### src/hw/dma_consts.svh
// *********************************************************************
// widths and burst sizing shared by the DMA packages and RTL
// include this wherever one of the macros below is used
// *********************************************************************

`ifndef DMA_CONSTS_SVH
`define DMA_CONSTS_SVH

// byte address and beat data widths
`define DMA_ADDR_W 32
`define DMA_DATA_W 32
`define DMA_BEAT_BYTES 4

// transfer length counted in beats
`define DMA_LEN_W 16

// longest INCR burst issued on AW or AR
`define DMA_BURST_BEATS 16

// AXI field widths
`define AXI_LEN_W 8
`define AXI_RESP_W 2

`endif

### src/hw/axi_pkg.sv
// *********************************************************************
// AXI4 master channel payloads used by the DMA
// only the fields this master drives or reads are carried; the
// sideband fields are fixed by the slave being full-width INCR
// *********************************************************************

`include "dma_consts.svh"

package axi_pkg;

   // address channel, shared by AW and AR
   typedef struct packed {
      logic [`DMA_ADDR_W-1:0] addr;
      logic [`AXI_LEN_W-1:0]  len;
   } axi_ax_t;

   // write data, all byte lanes enabled
   typedef struct packed {
      logic [`DMA_DATA_W-1:0] data;
      logic                   last;
   } axi_w_t;

   // read data
   typedef struct packed {
      logic [`DMA_DATA_W-1:0] data;
      logic [`AXI_RESP_W-1:0] resp;
      logic                   last;
   } axi_r_t;

   // write response
   typedef struct packed {
      logic [`AXI_RESP_W-1:0] resp;
   } axi_b_t;

endpackage

### src/hw/dma_pkg.sv
// *********************************************************************
// DMA side request, planner to engine burst command and the FSM
// state encodings of the planner and the write engine
// *********************************************************************

`include "dma_consts.svh"

package dma_pkg;

   // one transfer, len counts beats and is never zero
   typedef struct packed {
      logic [`DMA_ADDR_W-1:0] addr;
      logic [`DMA_LEN_W-1:0]  len;
   } dma_req_t;

   // one burst, len is beats minus one as on AXI
   typedef struct packed {
      logic [`DMA_ADDR_W-1:0] addr;
      logic [`AXI_LEN_W-1:0]  len;
   } burst_cmd_t;

   typedef enum logic [1:0] {
      pl_idle,
      pl_issue,
      pl_wait_end
   } planner_state_e;

   typedef enum logic [1:0] {
      ph_addr,
      ph_data,
      ph_resp
   } wr_phase_e;

endpackage

### src/hw/burst_planner.sv
// *********************************************************************
// splits one DMA request into INCR bursts of at most DMA_BURST_BEATS
// a rising edge on init starts it; one burst is in flight at a time
// and done rises once the engine has ended the final burst
// *********************************************************************

`timescale 1ns/1ns
`include "dma_consts.svh"

module burst_planner
   (
   input  logic                  m_axi_aclk,
   input  logic                  m_axi_aresetn,
   input  logic                  init,
   input  dma_pkg::dma_req_t     req,
   input  logic                  burst_end,
   output logic                  burst_valid,
   output dma_pkg::burst_cmd_t   burst_cmd,
   output logic                  done
   );

   logic                      init_d;
   logic                      init_dd;
   logic                      init_edge;
   dma_pkg::planner_state_e   state;
   logic [`DMA_ADDR_W-1:0]    cur_addr;
   logic [`DMA_LEN_W-1:0]     remaining;
   logic [`DMA_LEN_W-1:0]     burst_beats;

   // two-flop sample of the init level
   always_ff @(posedge m_axi_aclk)
   begin
      if (!m_axi_aresetn)
      begin
         init_d  <= 1'b0;
         init_dd <= 1'b0;
      end
      else
      begin
         init_d  <= init;
         init_dd <= init_d;
      end
   end

   assign init_edge = init_d & ~init_dd;

   // beats in the next burst
   assign burst_beats = (remaining < `DMA_LEN_W'(`DMA_BURST_BEATS)) ?
                        remaining : `DMA_LEN_W'(`DMA_BURST_BEATS);

   // *******************************************************************
   // burst sequencing
   // *******************************************************************
   always_ff @(posedge m_axi_aclk)
   begin
      if (!m_axi_aresetn)
      begin
         state       <= dma_pkg::pl_idle;
         cur_addr    <= '0;
         remaining   <= '0;
         burst_valid <= 1'b0;
         done        <= 1'b0;
      end
      else
      begin
         burst_valid <= 1'b0;
         case (state)
            dma_pkg::pl_idle:
            begin
               // private copy of the request for the whole transfer
               if (init_edge)
               begin
                  cur_addr  <= req.addr;
                  remaining <= req.len;
                  done      <= 1'b0;
                  state     <= dma_pkg::pl_issue;
               end
            end
            dma_pkg::pl_issue:
            begin
               burst_valid <= 1'b1;
               cur_addr    <= cur_addr + `DMA_ADDR_W'(`DMA_BURST_BEATS * `DMA_BEAT_BYTES);
               remaining   <= remaining - burst_beats;
               state       <= dma_pkg::pl_wait_end;
            end
            dma_pkg::pl_wait_end:
            begin
               if (burst_end)
               begin
                  if (remaining == '0)
                  begin
                     done  <= 1'b1;
                     state <= dma_pkg::pl_idle;
                  end
                  else
                  begin
                     state <= dma_pkg::pl_issue;
                  end
               end
            end
            default:
            begin
               state <= dma_pkg::pl_idle;
            end
         endcase
      end
   end

   // command payload, valid only with burst_valid
   always_ff @(posedge m_axi_aclk)
   begin
      if (state == dma_pkg::pl_issue)
      begin
         burst_cmd.addr <= cur_addr;
         burst_cmd.len  <= `AXI_LEN_W'(burst_beats - 1'b1);
      end
   end

endmodule

### src/hw/dma_write_engine.sv
// *********************************************************************
// write direction burst engine
// takes one burst command, presents AW, streams W straight from the
// local source and waits for B; burst_end pulses on B accepted
// *********************************************************************

`timescale 1ns/1ns
`include "dma_consts.svh"

module dma_write_engine
   (
   input  logic                     m_axi_aclk,
   input  logic                     m_axi_aresetn,
   input  logic                     burst_valid,
   input  dma_pkg::burst_cmd_t      burst_cmd,
   output logic                     burst_end,
   // aw
   output axi_pkg::axi_ax_t         m_axi_aw,
   output logic                     m_axi_awvalid,
   input  logic                     m_axi_awready,
   // w
   output axi_pkg::axi_w_t          m_axi_w,
   output logic                     m_axi_wvalid,
   input  logic                     m_axi_wready,
   // b
   input  axi_pkg::axi_b_t          m_axi_b,
   input  logic                     m_axi_bvalid,
   output logic                     m_axi_bready,
   // local source
   input  logic [`DMA_DATA_W-1:0]   wrdata,
   output logic                     wrready
   );

   logic                      active;
   dma_pkg::wr_phase_e        phase;
   logic [`AXI_LEN_W-1:0]     beat_cnt;
   logic                      aw_ack;
   logic                      w_ack;
   logic                      b_ack;

   // one handshake per phase, W only after AW
   assign m_axi_awvalid = active && (phase == dma_pkg::ph_addr);
   assign m_axi_wvalid  = active && (phase == dma_pkg::ph_data);
   assign m_axi_bready  = active && (phase == dma_pkg::ph_resp);

   assign aw_ack = m_axi_awvalid & m_axi_awready;
   assign w_ack  = m_axi_wvalid & m_axi_wready;
   assign b_ack  = m_axi_bvalid & m_axi_bready;

   // source word goes out as is, and advances on acceptance
   assign m_axi_w.data = wrdata;
   assign m_axi_w.last = (beat_cnt == m_axi_aw.len);
   assign wrready      = w_ack;

   // *******************************************************************
   // phase sequencer
   // *******************************************************************
   always_ff @(posedge m_axi_aclk)
   begin
      if (!m_axi_aresetn)
      begin
         active    <= 1'b0;
         phase     <= dma_pkg::ph_addr;
         beat_cnt  <= '0;
         burst_end <= 1'b0;
      end
      else
      begin
         burst_end <= 1'b0;
         if (!active)
         begin
            if (burst_valid)
            begin
               active   <= 1'b1;
               phase    <= dma_pkg::ph_addr;
               beat_cnt <= '0;
            end
         end
         else
         begin
            case (phase)
               dma_pkg::ph_addr:
               begin
                  if (aw_ack)
                     phase <= dma_pkg::ph_data;
               end
               dma_pkg::ph_data:
               begin
                  if (w_ack && m_axi_w.last)
                     phase <= dma_pkg::ph_resp;
                  else if (w_ack)
                     beat_cnt <= beat_cnt + 1'b1;
               end
               dma_pkg::ph_resp:
               begin
                  // response code is not checked
                  if (b_ack)
                  begin
                     active    <= 1'b0;
                     burst_end <= 1'b1;
                  end
               end
               default:
               begin
                  phase <= dma_pkg::ph_addr;
               end
            endcase
         end
      end
   end

   // AW payload held for the whole burst
   always_ff @(posedge m_axi_aclk)
   begin
      if (burst_valid && !active)
      begin
         m_axi_aw.addr <= burst_cmd.addr;
         m_axi_aw.len  <= burst_cmd.len;
      end
   end

endmodule

### src/hw/dma_read_engine.sv
// *********************************************************************
// read direction burst engine
// presents AR for one burst command, then takes R beats and strobes
// each one out to the local sink; burst_end pulses on the last beat
// *********************************************************************

`timescale 1ns/1ns
`include "dma_consts.svh"

module dma_read_engine
   (
   input  logic                     m_axi_aclk,
   input  logic                     m_axi_aresetn,
   input  logic                     burst_valid,
   input  dma_pkg::burst_cmd_t      burst_cmd,
   output logic                     burst_end,
   // ar
   output axi_pkg::axi_ax_t         m_axi_ar,
   output logic                     m_axi_arvalid,
   input  logic                     m_axi_arready,
   // r
   input  axi_pkg::axi_r_t          m_axi_r,
   input  logic                     m_axi_rvalid,
   output logic                     m_axi_rready,
   // local sink
   output logic [`DMA_DATA_W-1:0]   rddata,
   output logic                     rdvalid
   );

   logic ar_ack;
   logic r_ack;

   assign ar_ack = m_axi_arvalid & m_axi_arready;
   assign r_ack  = m_axi_rvalid & m_axi_rready;

   // every accepted beat goes to the sink
   assign rddata  = m_axi_r.data;
   assign rdvalid = r_ack;

   // *******************************************************************
   // AR then R
   // *******************************************************************
   always_ff @(posedge m_axi_aclk)
   begin
      if (!m_axi_aresetn)
      begin
         m_axi_arvalid <= 1'b0;
         m_axi_rready  <= 1'b0;
         burst_end     <= 1'b0;
      end
      else
      begin
         burst_end <= 1'b0;
         if (burst_valid && !m_axi_arvalid && !m_axi_rready)
         begin
            m_axi_arvalid <= 1'b1;
         end
         else if (ar_ack)
         begin
            m_axi_arvalid <= 1'b0;
            m_axi_rready  <= 1'b1;
         end
         else if (r_ack && m_axi_r.last)
         begin
            m_axi_rready <= 1'b0;
            burst_end    <= 1'b1;
         end
      end
   end

   // AR payload, stable while arvalid is high
   always_ff @(posedge m_axi_aclk)
   begin
      if (burst_valid && !m_axi_arvalid && !m_axi_rready)
      begin
         m_axi_ar.addr <= burst_cmd.addr;
         m_axi_ar.len  <= burst_cmd.len;
      end
   end

endmodule

### src/hw/axi_dma.sv
// *********************************************************************
// AXI4 burst DMA master, top level
// independent write and read directions, each a planner feeding
// an engine; start with a rising edge on dma_wrinit or dma_rdinit
// *********************************************************************

`timescale 1ns/1ns
`include "dma_consts.svh"

module axi_dma
   (
   input  logic                     m_axi_aclk,
   input  logic                     m_axi_aresetn,
   // aw
   output axi_pkg::axi_ax_t         m_axi_aw,
   output logic                     m_axi_awvalid,
   input  logic                     m_axi_awready,
   // w
   output axi_pkg::axi_w_t          m_axi_w,
   output logic                     m_axi_wvalid,
   input  logic                     m_axi_wready,
   // b
   input  axi_pkg::axi_b_t          m_axi_b,
   input  logic                     m_axi_bvalid,
   output logic                     m_axi_bready,
   // ar
   output axi_pkg::axi_ax_t         m_axi_ar,
   output logic                     m_axi_arvalid,
   input  logic                     m_axi_arready,
   // r
   input  axi_pkg::axi_r_t          m_axi_r,
   input  logic                     m_axi_rvalid,
   output logic                     m_axi_rready,
   // dma write side
   input  dma_pkg::dma_req_t        dma_wr_req,
   input  logic                     dma_wrinit,
   input  logic [`DMA_DATA_W-1:0]   dma_wrdata,
   output logic                     dma_wrready,
   output logic                     dma_wrdone,
   // dma read side
   input  dma_pkg::dma_req_t        dma_rd_req,
   input  logic                     dma_rdinit,
   output logic [`DMA_DATA_W-1:0]   dma_rddata,
   output logic                     dma_rdvalid,
   output logic                     dma_rddone
   );

   logic                  wr_burst_valid;
   dma_pkg::burst_cmd_t   wr_burst_cmd;
   logic                  wr_burst_end;
   logic                  rd_burst_valid;
   dma_pkg::burst_cmd_t   rd_burst_cmd;
   logic                  rd_burst_end;

   // *******************************************************************
   // write direction
   // *******************************************************************
   burst_planner u_wr_planner
      (
      .m_axi_aclk    (m_axi_aclk),
      .m_axi_aresetn (m_axi_aresetn),
      .init          (dma_wrinit),
      .req           (dma_wr_req),
      .burst_end     (wr_burst_end),
      .burst_valid   (wr_burst_valid),
      .burst_cmd     (wr_burst_cmd),
      .done          (dma_wrdone)
      );

   dma_write_engine u_wr_engine
      (
      .m_axi_aclk    (m_axi_aclk),
      .m_axi_aresetn (m_axi_aresetn),
      .burst_valid   (wr_burst_valid),
      .burst_cmd     (wr_burst_cmd),
      .burst_end     (wr_burst_end),
      .m_axi_aw      (m_axi_aw),
      .m_axi_awvalid (m_axi_awvalid),
      .m_axi_awready (m_axi_awready),
      .m_axi_w       (m_axi_w),
      .m_axi_wvalid  (m_axi_wvalid),
      .m_axi_wready  (m_axi_wready),
      .m_axi_b       (m_axi_b),
      .m_axi_bvalid  (m_axi_bvalid),
      .m_axi_bready  (m_axi_bready),
      .wrdata        (dma_wrdata),
      .wrready       (dma_wrready)
      );

   // *******************************************************************
   // read direction
   // *******************************************************************
   burst_planner u_rd_planner
      (
      .m_axi_aclk    (m_axi_aclk),
      .m_axi_aresetn (m_axi_aresetn),
      .init          (dma_rdinit),
      .req           (dma_rd_req),
      .burst_end     (rd_burst_end),
      .burst_valid   (rd_burst_valid),
      .burst_cmd     (rd_burst_cmd),
      .done          (dma_rddone)
      );

   dma_read_engine u_rd_engine
      (
      .m_axi_aclk    (m_axi_aclk),
      .m_axi_aresetn (m_axi_aresetn),
      .burst_valid   (rd_burst_valid),
      .burst_cmd     (rd_burst_cmd),
      .burst_end     (rd_burst_end),
      .m_axi_ar      (m_axi_ar),
      .m_axi_arvalid (m_axi_arvalid),
      .m_axi_arready (m_axi_arready),
      .m_axi_r       (m_axi_r),
      .m_axi_rvalid  (m_axi_rvalid),
      .m_axi_rready  (m_axi_rready),
      .rddata        (dma_rddata),
      .rdvalid       (dma_rdvalid)
      );

endmodule

### config.mk
export PLATFORM = sky130hd
export DESIGN_NAME = axi_dma
export DESIGN_NICKNAME = d
export VERILOG_FILES = /design/src/hw/axi_pkg.sv /design/src/hw/dma_pkg.sv /design/src/hw/burst_planner.sv /design/src/hw/dma_write_engine.sv /design/src/hw/dma_read_engine.sv /design/src/hw/axi_dma.sv
export VERILOG_INCLUDE_DIRS = /design/src /design/src/hw
export SDC_FILE = /design/constraint.sdc
export NUM_CORES = 1
export LEC_CHECK = 0
export ABC_AREA = 1
export BUFFER_PORTS_ARGS = -buffer_cell sky130_fd_sc_hd__buf_2
export CORE_MARGIN = 2
export CORE_UTILIZATION = 57
export CTS_CLUSTER_DIAMETER = 150
export CTS_CLUSTER_SIZE = 16
export DETAILED_ROUTE_END_ITERATION = 16
export PLACE_DENSITY = 0.85
export SLEW_MARGIN = 5
export SYNTH_ARGS = -nofsm -noshare
export SYNTH_HDL_FRONTEND = slang
export SYNTH_HIERARCHICAL = 1
export SYNTH_SLANG_ARGS = --single-unit
### constraint.sdc
create_clock -name m_axi_aclk -period 6.3 [get_ports m_axi_aclk]
set_clock_uncertainty 0.15 [all_clocks]
set_input_delay 0.315 -clock m_axi_aclk [delete_from_list [all_inputs] [get_ports m_axi_aclk]]
set_output_delay 0.315 -clock m_axi_aclk [all_outputs]
set_load 0.05 [all_outputs]
==> metrics.yaml <==
pwr-share-comb: 0.130
pre_cts_ws_ns: 3.17
design.die.area_um2: 23500
synth_area_per_cell_um2: 9.28
hold_path.class: "in -> reg"
drv_cap: 0
period_share: 0.480
cp-end-kind: "flop"
layoutNonFillerInstCount: 1840
finalWorstSetupSlack_ns: 3.27
place_congestion: 0.916
h-tree-depth: 1
status: "complete, no violations"
clkLatencyLatePin_ns: 0.50
holdPathEnd: "u_wr_planner/cur_addr[14]"
viasPerCell: 5.52
grt_util_all_layers: 0.246
r2r_start: "u_rd_planner/state[0]"
grt_pass1_wl_mm: 47.4
drt_iter0_drc: 891
hold_buffers: 55
post_cts_resized: 0
switching_power_uw: 986
cp_top_family: "simple AND/OR/NAND/NOR gates"
cp_slowest_cell: "buf_4"
power.density_nw_per_um2: 262
cp_num_buf_inv: 2
cts_buffers: 21
crit_chain: "inv_2 > nor2_4 > buf_4 > nand2_1 > nor2_1 > nand2_1 > nor2_2 > nand3_1 > o21ai_0 > a31oi_1 > nor2_1"
seq_area_frac_synth: 0.571
crit_fanout: 64
r2r_slack_ns: 3.27
rsz0062_at_grt: "false"
vias: 10163
critPathMaxStageDelay_ns: 0.69
syn_nets: 1552
p_int_mw: 2.83
yosysTopAreaCellShare: 0.378
drtAntennaViolNets: 0
seq_power_share: 0.549
grt_pass1_vias: 9787
detail_route.wl_per_cell_um: 16.1
finalSetupViolations: 0
clock.fmax_mhz: 331
synth.most_common_cell: "nand2_1"
yosys_warnings: 6
worstPathRequired_ns: 6.53
core_um2: 21900
n_fill_cell: 1643
hold_viol_final: 0
reg2regPathDepth: 11
portBuffers: 195
routed_wl_mm: 29.7
clk_pin_slew_ns: 0.07
crit_type: "reg -> reg"
slew_violations: 0
dp_hpwl_mm: 19.3
dr.pass1.iters: 7
switching_share: 0.258
io_pins: 328
clockBufferDepth: 3
async_flop_share: 0
clkPwrFrac: 0.321
hp-start: "dma_wr_req[30]"
r2r_end: "u_rd_planner/cur_addr[17]"
total_power_mw: 3.82
drive_above_1_share: 0.186
period_minus_slack_ns: 3.03
max-slew-margin-rel: 0.232
dp_cells: 1747
fin_nets: 1727
ir_worst_vdd_v: 0.000202
yosysUniqueCellTypes: 47
cts_tree: "yes"
diodes: 0
yosys-top-cells-area: "edfxtp_1 (38%), dfxtp_1 (19%), nand2_1 (7.8%)"
die_width_um: 153
postCtsSetupBuffers: 0
grt_max_degree: 84
worst_slew_pin_slew_ns: 1.14
synthCells: 1371
initial_utilization: 0.581
die_h_um: 153
overflow: 0
worstHoldPathCells: 3
syn_area_um2: 12700
grt_antenna_before_repair: 0
yosys.area.top_type: "edfxtp_1"
synth-seq-cells: 283
clockRootBuffer: "clkbuf_16"
synth_commonest_cells: "nand2_1 (264), edfxtp_1 (160), nor2_1 (160), dfxtp_1 (123), inv_1 (122)"
area_growth_pct: 14.7
drc: 0
synthFlopType: "edfxtp_1"
fin_setup_tns_ns: 0
worstPathArrival_ns: 3.26
clkSinkCount: 283
synth_edf_count: 160
crit_path_start_kind: "flop"
p_leak_nw: 5.69
num_rows: 54
sequential cells by signal, indices dropped and copies added (netlist names), 8 cells and up:
| register | cells |
|---|---|
| u_wr_planner/burst_cmd | 40 |
| u_rd_planner/burst_cmd | 40 |
| u_wr_planner/cur_addr | 32 |
| u_wr_engine/beat_cnt | 8 |
| u_rd_engine/m_axi_ar | 40 |
| u_wr_engine/m_axi_aw | 40 |
| u_rd_planner/remaining | 16 |
| u_wr_planner/remaining | 16 |
| u_rd_planner/cur_addr | 32 |
through the flow:
stage	utilization	hold WS, ns	cell area [um^2]
floorplan	-	0.250	12700
global route	0.667	0.0127	14600
global placement	0.614	0.251	13400
finish	0.667	0.0140	14600
CTS	0.666	0.00318	14600
detailed placement	0.614	0.255	13400
worst min-delay path, delay by kind of cell:
| family | cells | cell delay [ns] |
|---|---|---|
| compound gates | 2 | 0.22 |
| buf+inv | 1 | 0.08 |
kinds of logic after synthesis:
kind of cell,synth area share
simple gates,0.214
xor+xnor,0.00620
flops,0.571
buf+inv,0.0916
fa+ha+maj,0.00688
other cells,0.000590
compound gates,0.109
cell usage in the layout (no fill, tap or decap), drive strengths merged, types with 22 or more instances in the layout:
master / instances
a21oi: 81
nor2: 184
buf: 200
dlygate4sd3: 56
o211ai: 22
nand2: 284
nand3: 71
edfxtp: 160
clkbuf: 36
nor3: 26
dfxtp: 123
o21ai: 82
inv: 132
area by class of cell:
class	instances	area (um^2)	area share
Sequential cell	283	7270	0.498
Clock inverter	1	7.51	0.000514
Inverter	136	510	0.0350
Multi-Input combinational cell	848	4300	0.295
Timing Repair Buffer	256	1570	0.108
Clock buffer	36	582	0.0399
Tap cell	280	350	0.0240
layer usage:
layer / GRT usage / up-vias / routed length, um
met2: 0.420 / 507 / 14300
met4: 0.124 / 0 / 1360
met3: 0.0488 / 98 / 2630
met1: 0.299 / 4656 / 11500
met5: 0 / - / 0
li1: - / 4902 / -
power by group through the flow:
stage	combinational (mW)	clock [mW]	sequential, mW
global route	0.553	1.32	2.11
detailed placement	0.461	0	2.14
global placement	0.448	0	2.13
floorplan	0.428	0	2.15
finish	0.498	1.23	2.10
CTS	0.491	1.25	2.10
worst max-delay path by stage:
stage                     depth (start not counted)                        end                startpoint  slack, ns
after floorplan                                   1    u_rd_engine/m_axi_ar[0]  u_rd_engine/m_axi_rready       2.12
after global placement                            4  u_wr_planner/cur_addr[10]             m_axi_aresetn       3.19
after detailed placement                          4  u_wr_planner/cur_addr[10]             m_axi_aresetn       3.17
after CTS                                        11  u_rd_planner/cur_addr[17]     u_rd_planner/state[0]       3.32
after global routing                             11  u_rd_planner/cur_addr[17]     u_rd_planner/state[0]       2.99
final                                            11  u_rd_planner/cur_addr[17]     u_rd_planner/state[0]       3.27
Power figures use the tool's default switching activity.
